`config.mk`:
```
export PLATFORM = sky130hd
export DESIGN_NAME = video_timer
export DESIGN_NICKNAME = d
export VERILOG_FILES = /design/src/hw/biocom_pkg.sv /design/src/hw/video_timer.sv
export SDC_FILE = /design/constraint.sdc
export NUM_CORES = 1
export LEC_CHECK = 0
export ABC_AREA = 1
export BUFFER_PORTS_ARGS = -buffer_cell sky130_fd_sc_hd__buf_2
export CORE_MARGIN = 1.5
export CORE_UTILIZATION = 33
export CTS_CLUSTER_DIAMETER = 120
export CTS_CLUSTER_SIZE = 12
export DETAILED_ROUTE_END_ITERATION = 7
export PLACE_DENSITY = 0.53
export SYNTH_ARGS = -nofsm -noshare
export SYNTH_HDL_FRONTEND = slang
export SYNTH_SLANG_ARGS = --single-unit
```
`constraint.sdc`:
```
create_clock -name clk -period 1.55 [get_ports clk]
set_clock_uncertainty 0.15 [all_clocks]
set_input_delay 0.31 -clock clk [delete_from_list [all_inputs] [get_ports clk]]
set_output_delay 0.31 -clock clk [all_outputs]
set_load 0.05 [all_outputs]
```
`src/hw/biocom_pkg.sv`:
```
/* Shared timing, memory map and widths for the game subsystem.
   All RAMs share the char RAM depth; smaller regions use only the low words. */
`default_nettype none

package biocom_pkg;

    // Horizontal timing in pixels
    localparam int H_TOTAL  = 384;
    localparam int H_ACTIVE = 256;
    localparam int HS_START = 288;
    localparam int HS_END   = 320;

    // Vertical timing in lines
    localparam int V_TOTAL  = 264;
    localparam int V_ACTIVE = 224;
    localparam int VS_START = 240;
    localparam int VS_END   = 244;

    localparam int H_BITS = 9;
    localparam int V_BITS = 9;

    localparam int DATA_W    = 16;
    localparam int ADDR_W    = 13;
    localparam int CHAR_AW   = 10;
    localparam int OBJ_AW    = 7;
    localparam int OBJ_WORDS = 128;

    // Word RAM depth follows the widest address
    localparam int RAM_DEPTH = 1 << CHAR_AW;

    // CPU memory map, word addresses
    localparam int CHAR_BASE    = 'h0000;
    localparam int CHAR_WORDS   = 1 << CHAR_AW;
    localparam int OBJ_BASE     = 'h0800;
    localparam int SCROLL_BASE  = 'h0C00;
    localparam int SCROLL_WORDS = 2;
    localparam int SOUND_BASE   = 'h0C10;

    typedef enum logic [2:0] {
        REGION_CHAR,
        REGION_OBJ,
        REGION_SCROLL,
        REGION_SOUND,
        REGION_NONE
    } bus_region_e;

    typedef enum logic [1:0] {
        DMA_IDLE,
        DMA_REQ,
        DMA_COPY,
        DMA_RELEASE
    } dma_state_e;

endpackage

`default_nettype wire

```
`src/hw/video_timer.sv`:
```
/* Counters and strobes move only on pxl_cen.
   All strobes are registered from the next position, so they line up with h and v. */
`timescale 1ns/1ps
`default_nettype none

module video_timer import biocom_pkg::*; (
    input  wire                clk,
    input  wire                reset,
    input  wire                pxl_cen,
    output logic [H_BITS-1:0]  h,
    output logic [V_BITS-1:0]  v,
    output logic               lhbl,
    output logic               lvbl,
    output logic               hs,
    output logic               vs,
    output logic               hinit
);

    logic [H_BITS-1:0] h_nxt;
    logic [V_BITS-1:0] v_nxt;

    // Next position, line wrap bumps the line counter
    always_comb begin
        h_nxt = h + 1'b1;
        v_nxt = v;
        if (h == H_BITS'(H_TOTAL - 1)) begin
            h_nxt = '0;
            if (v == V_BITS'(V_TOTAL - 1)) begin
                v_nxt = '0;
            end else begin
                v_nxt = v + 1'b1;
            end
        end
    end

    always_ff @(posedge clk) begin
        if (reset) begin
            h     <= '0;
            v     <= '0;
            lhbl  <= 1'b1;
            lvbl  <= 1'b1;
            hs    <= 1'b0;
            vs    <= 1'b0;
            hinit <= 1'b1;
        end else if (pxl_cen) begin
            h <= h_nxt;
            v <= v_nxt;
            // Blanking is active low
            lhbl  <= h_nxt < H_BITS'(H_ACTIVE);
            lvbl  <= v_nxt < V_BITS'(V_ACTIVE);
            hs    <= (h_nxt >= H_BITS'(HS_START)) && (h_nxt < H_BITS'(HS_END));
            vs    <= (v_nxt >= V_BITS'(VS_START)) && (v_nxt < V_BITS'(VS_END));
            // Start of line, one pixel wide
            hinit <= h_nxt == '0;
        end
    end

endmodule

`default_nettype wire

```
Word level (Yosys, flattened, before mapping)
Cells that the tools add are included.

Output and inout bits: 23. Input port bits: 3. Word-level logic and storage cells: 23. Register bits: 23.

Reduce and logical (&&, ||, !) cells: 3. Add/subtract/negate cells: 2. Magnitude comparators: 6. Equality and inequality tests: 2. Muxes and demuxes: 3.

Operators by type and width (count): $mux W9 (3); $add A9 B1 Y9 const B (2); $eq A9 B9 Y1 const B (2); $lt A9 B8 Y1 const B (2); $lt A9 B9 Y1 const B (2); $ge A9 B8 Y1 const B (1); $ge A9 B9 Y1 const B (1); $logic_not A9 Y1 (1); $logic_and A1 B1 Y1 (2).

Depth between registers and ports, before layout
Depth in word-level cells: 5. Gate-level depth with buffers: 12. Gate-level depth less buffers: 12.

Worst setup path after synthesis
Ideal clock, no wire load.

Kind: register to register. From: register h[0]. To: register lvbl. Cell stages (with the launch flop): 12. Library setup time: 0.119 ns. Data required time: 1.281 ns. Setup slack: -0.622 ns. Buffers on the path: 1. Data arrival time: 1.903 ns. Period minus slack after synthesis: 2.172 ns. Cells stage by stage: dfxtp_1 > ha_1 > nand2_1 > nor2_2 > nand3_1 > buf_6 > nand2_1 > nand2_1 > inv_1 > nand2_1 > o21ai_0 > nand2_1.

Word-level cells in the longest chain between the ends: 3.

Ends and longest elaborated chain: start: declaration (RTL line video_timer.sv:10) `output logic [H_BITS-1:0] h,`; start signal: assignment (RTL line video_timer.sv:46) `h <= h_nxt;`; $eq A9 B9 Y1 (RTL line video_timer.sv:26) `if (h == H_BITS'(H_TOTAL - 1)) begin`; $mux W9 (RTL line video_timer.sv:26); $lt A9 B8 Y1 (RTL line video_timer.sv:50) `lvbl <= v_nxt < V_BITS'(V_ACTIVE);`; end signal: assignment (RTL line video_timer.sv:50); end: declaration (RTL line video_timer.sv:13) `output logic lvbl,`.

No other way between the ends. A chain may end at the register's enable or synchronous reset.

Worst setup path after layout
From: register h[1]. To: register vs.

Word-level cells in the longest chain between the ends: 4. Elaborated cells on any way between the ends: 5. Classes of those cells: 2 x order compare; 1 x eq/ne; 1 x mux; 1 x reduce/logical.

Ends and longest elaborated chain: $eq A9 B9 Y1 * (RTL line video_timer.sv:26); $mux W9 * (RTL line video_timer.sv:26); $ge A9 B8 Y1 / $lt A9 B8 Y1 (equally long branches) (RTL line video_timer.sv:52) `vs <= (v_nxt >= V_BITS'(VS_START)) && (v_nxt < V_BITS'(VS_END));`; $logic_and A1 B1 Y1 * (RTL line video_timer.sv:52); end signal: assignment (RTL line video_timer.sv:52); end: declaration (RTL line video_timer.sv:15) `output logic vs,`.

Mark *: on every way between the ends. The rest lies on a longest branch, timed or not.

==> summary.txt <==
Setup path
  • CP required: ~1.6 ns
  • CP Launch Type: flip-flop
  • Max Fanout on Critical Path: 5
  • CP delay by family, top: simple AND/OR/NAND/NOR gates
  • Crit path cell chain: ha_4, nand2_4, nor2_4, nand3_4, buf_6, nand2_4, nand2_4, inv_2, nand2_2, nor2_2, nand2_1, a21oi_2
  • Crit-path slowest cell: dfxtp_4
  • Crit path buffers/inverters: 2
  • CP Class: reg2reg
  • Worst endpoint data arrival time: 1.73 ns
  • FF-to-FF setup slack: -0.12 ns
  • CP dominant cell by count: nand2_4
  • Setup crit end kind: flip-flop
  • Max incr delay on CP: approximately 0.37 ns

GRT
  • Total global-route track usage: between 10% and 20%
  • Initial antenna violation count: 0
  • First-pass GRT wire length: 6589 um
  • Largest net degree at the start of global routing: 25
  • Vias in the first global route: 1472
  • Overflow after GRT: 0

Drt
  • Initial DRC count: 33
  • Vias/cell: 4.813
  • Wirelength per Cell: 12.92 um
  • Residual DRC: 0
  • ANT nets after route: 0
  • Vias post-DR: 1593
  • 1st-pass router iterations: 4
  • Final Routed Wirelength: about 4300 um

CTS
  • CTS max path bufs: 2
  • Worst-path clk slew: 0.09 ns
  • CTS root buf: clkbuf_8
  • Hold-fix buffers, CTS: 0
  • Clock Sinks: 23
  • CTS Buf Count: 3
  • CTS tree: done
  • Worst-Skew Late Latency: 0.27 ns
  • H-tree levels: 1

Cells and area
  • Antenna Cells: 0
  • Fill count: 402
  • Commonest non-fill, non-tap cell in the layout: nand2_1
  • Footprint of the multi-input gates: 1010 sq um
  • Nets: approximately 290
  • Sequential Area: 505.5 sq um
  • Area Growth Syn to Fin: 68.46%
  • Layout Cell Area excl Fill: 2266 sq um
  • Share of layout cells above drive strength 1: between 50% and 60%
  • Most frequent cells in the layout: nand2_1, buf_4, buf_2

Pwr
  • Logic pwr share: 28.7%
  • Clk pwr share: 27.0%
  • VDD IR max: 0.3570 mV
  • Sw Share: 35.26%
  • Int Power: 0.9561 mW
  • PD cells: 651.7 nW/um^2
  • Sw Pwr: about 0.52 mW
  • Power after layout: between 1 and 1.5 mW
  • Reg power frac: 44.3%
  • Leak: 1.013 nW

Floorplanning
  • Num rows: 23
  • Die Span Y: 66.84 um
  • Die ar.: 4468 sq um
  • Core box area: roughly 4000 sq um
  • Die width: 66.84 um
  • Boundary pin count: 26
  • Initial Util: between 30% and 40%

Place
  • Gpl congestion: just under 0.8
  • Post-DP HPWL: 2811 um
  • DP Area: about 1900 sq um
  • Buffers on Ports: 25
  • DP Worst Slack: -0.1480 ns

Synthesis
  • Main area contributors after synthesis: dfxtp_1, nand2_1, inv_1
  • Warnings, synthesis: 0
  • Synth top area share: 34.23%
  • Ys async rst share: 0%
  • #FFs+latches synth: 23
  • Register area share after synthesis: roughly a third
  • Post-synth EDFFs: 0
  • Cells after Synth: 210
  • Most used DFF post-synth: dfxtp_1
  • Syn avg cell area: 6.405 sq um
  • Synth cell types: 26
  • Mapped cell area: about 1300 sq um
  • Post-synthesis net count: 216
  • Area leader, netlist: dfxtp_1

STA
  • PnR worst setup slack: -0.1195 ns
  • RSZ-0062 raised after global routing: yes
  • Total negative setup slack: -0.6663 ns
  • Worst Max-Slew Pin Slew: 0.2657 ns
  • Worst slew margin: approximately 82%
  • Final period utilization: 107.7%
  • Setup violators final: 12
  • Final hold vios: 0
  • F_max: 599.0 MHz
  • Max-slew violation count: 0
  • Minimum clock period: 1.670 ns
  • Hold WS: 0.2192 ns

Min path
  • Tightest Hold Check Type: in2reg

Status
  • Status: finished, violations left
  • Violated checks: setup timing

Job
  • Max-cap violations: 0
==> worst reg2reg max path, stage by stage, from the launching register on <==
cell and delay (ns):
dfxtp_4 0.37, ha_4 0.15, nand2_4 0.05, nor2_4 0.12, nand3_4 0.12, buf_6 0.16
nand2_4 0.07, nand2_4 0.05, inv_2 0.05, nand2_2 0.06, nor2_2 0.09, nand2_1 0.07
a21oi_2 0.10
==> power groups by stage <==
stage          Sequential, mW  Clock [mW]  Combinational [mW]
6_report                0.654       0.399               0.424
5_1_grt                 0.659       0.436               0.456
4_1_cts                 0.654       0.410               0.387
3_5_place_dp            0.668           0               0.366
3_3_place_gp            0.666           0               0.367
2_1_floorplan           0.778           0               0.114
==> Yosys cell counts (3+ instances only) <==
cell type	number
inv_1	22
a211oi_1	3
dfxtp_1	23
nor3_1	3
nand3_1	15
nor2_1	20
nand2_1	65
a21oi_1	14
o21ai_0	16
ha_1	3
clkbuf_1	5
==> per-layer routing <==
layer / track usage (%) / vias up / share of wire, %
li1: - / 823 / -
met1: 22.74 / 742 / 44
met2: 35.63 / 21 / 52
met3: 2.703 / 7 / 2.2
met4: 8.163 / 0 / 1.7
met5: 0 / - / 0
==> layout make-up <==
type	instances	area share [%]
clock buffers	3	1.822
clock inverters	1	0.2209
inverters	23	3.920
multi-input cells	158	44.56
flip-flops and latches	23	22.31
well taps	50	2.761
repair buffers	73	24.41
==> kinds of logic after synthesis <==
kind of cell | count (synthesis) | share of synthesized area (%)
adders and majority gates | 3 | 2.791
xor gates and xnor gates | 3 | 1.954
and+or+nand+nor | 114 | 36.74
buffers and inverters | 29 | 8.651
AOI/OAI and AO/OA | 38 | 15.63
DFF | 23 | 34.23
==> registers in the layout (all words and copies together) (netlist names) <==
name   cells
h          9
hinit      1
lhbl       1
lvbl       1
v          9
hs         1
vs         1
==> repair_timing <==
item                                    CTS  global route
pin swaps                                14            20
setup buffers                             7             6
endpoints found under the setup margin   10            19
resized for setup                        20            46
==> path summary, 6_finish.rpt <==
check | from | to | depth (start not counted)
worst max-delay path | h[1]$_SDFFE_PP0P_ | vs$_SDFFE_PP0P_ | 12
worst min-delay path | reset | vs$_SDFFE_PP0P_ | 3
worst max register to register | h[1]$_SDFFE_PP0P_ | vs$_SDFFE_PP0P_ | 12
worst min register to register | lvbl$_SDFFE_PP1P_ | lvbl$_SDFFE_PP1P_ | 2
==> metrics by stage <==
step                std cells  util, %
floorplan                 210        -
global placement          316    47.79
detailed placement        316    47.79
CTS                       327    51.95
global route              331    57.06
finish                    331    57.06
(Power assumes the default switching activity.)
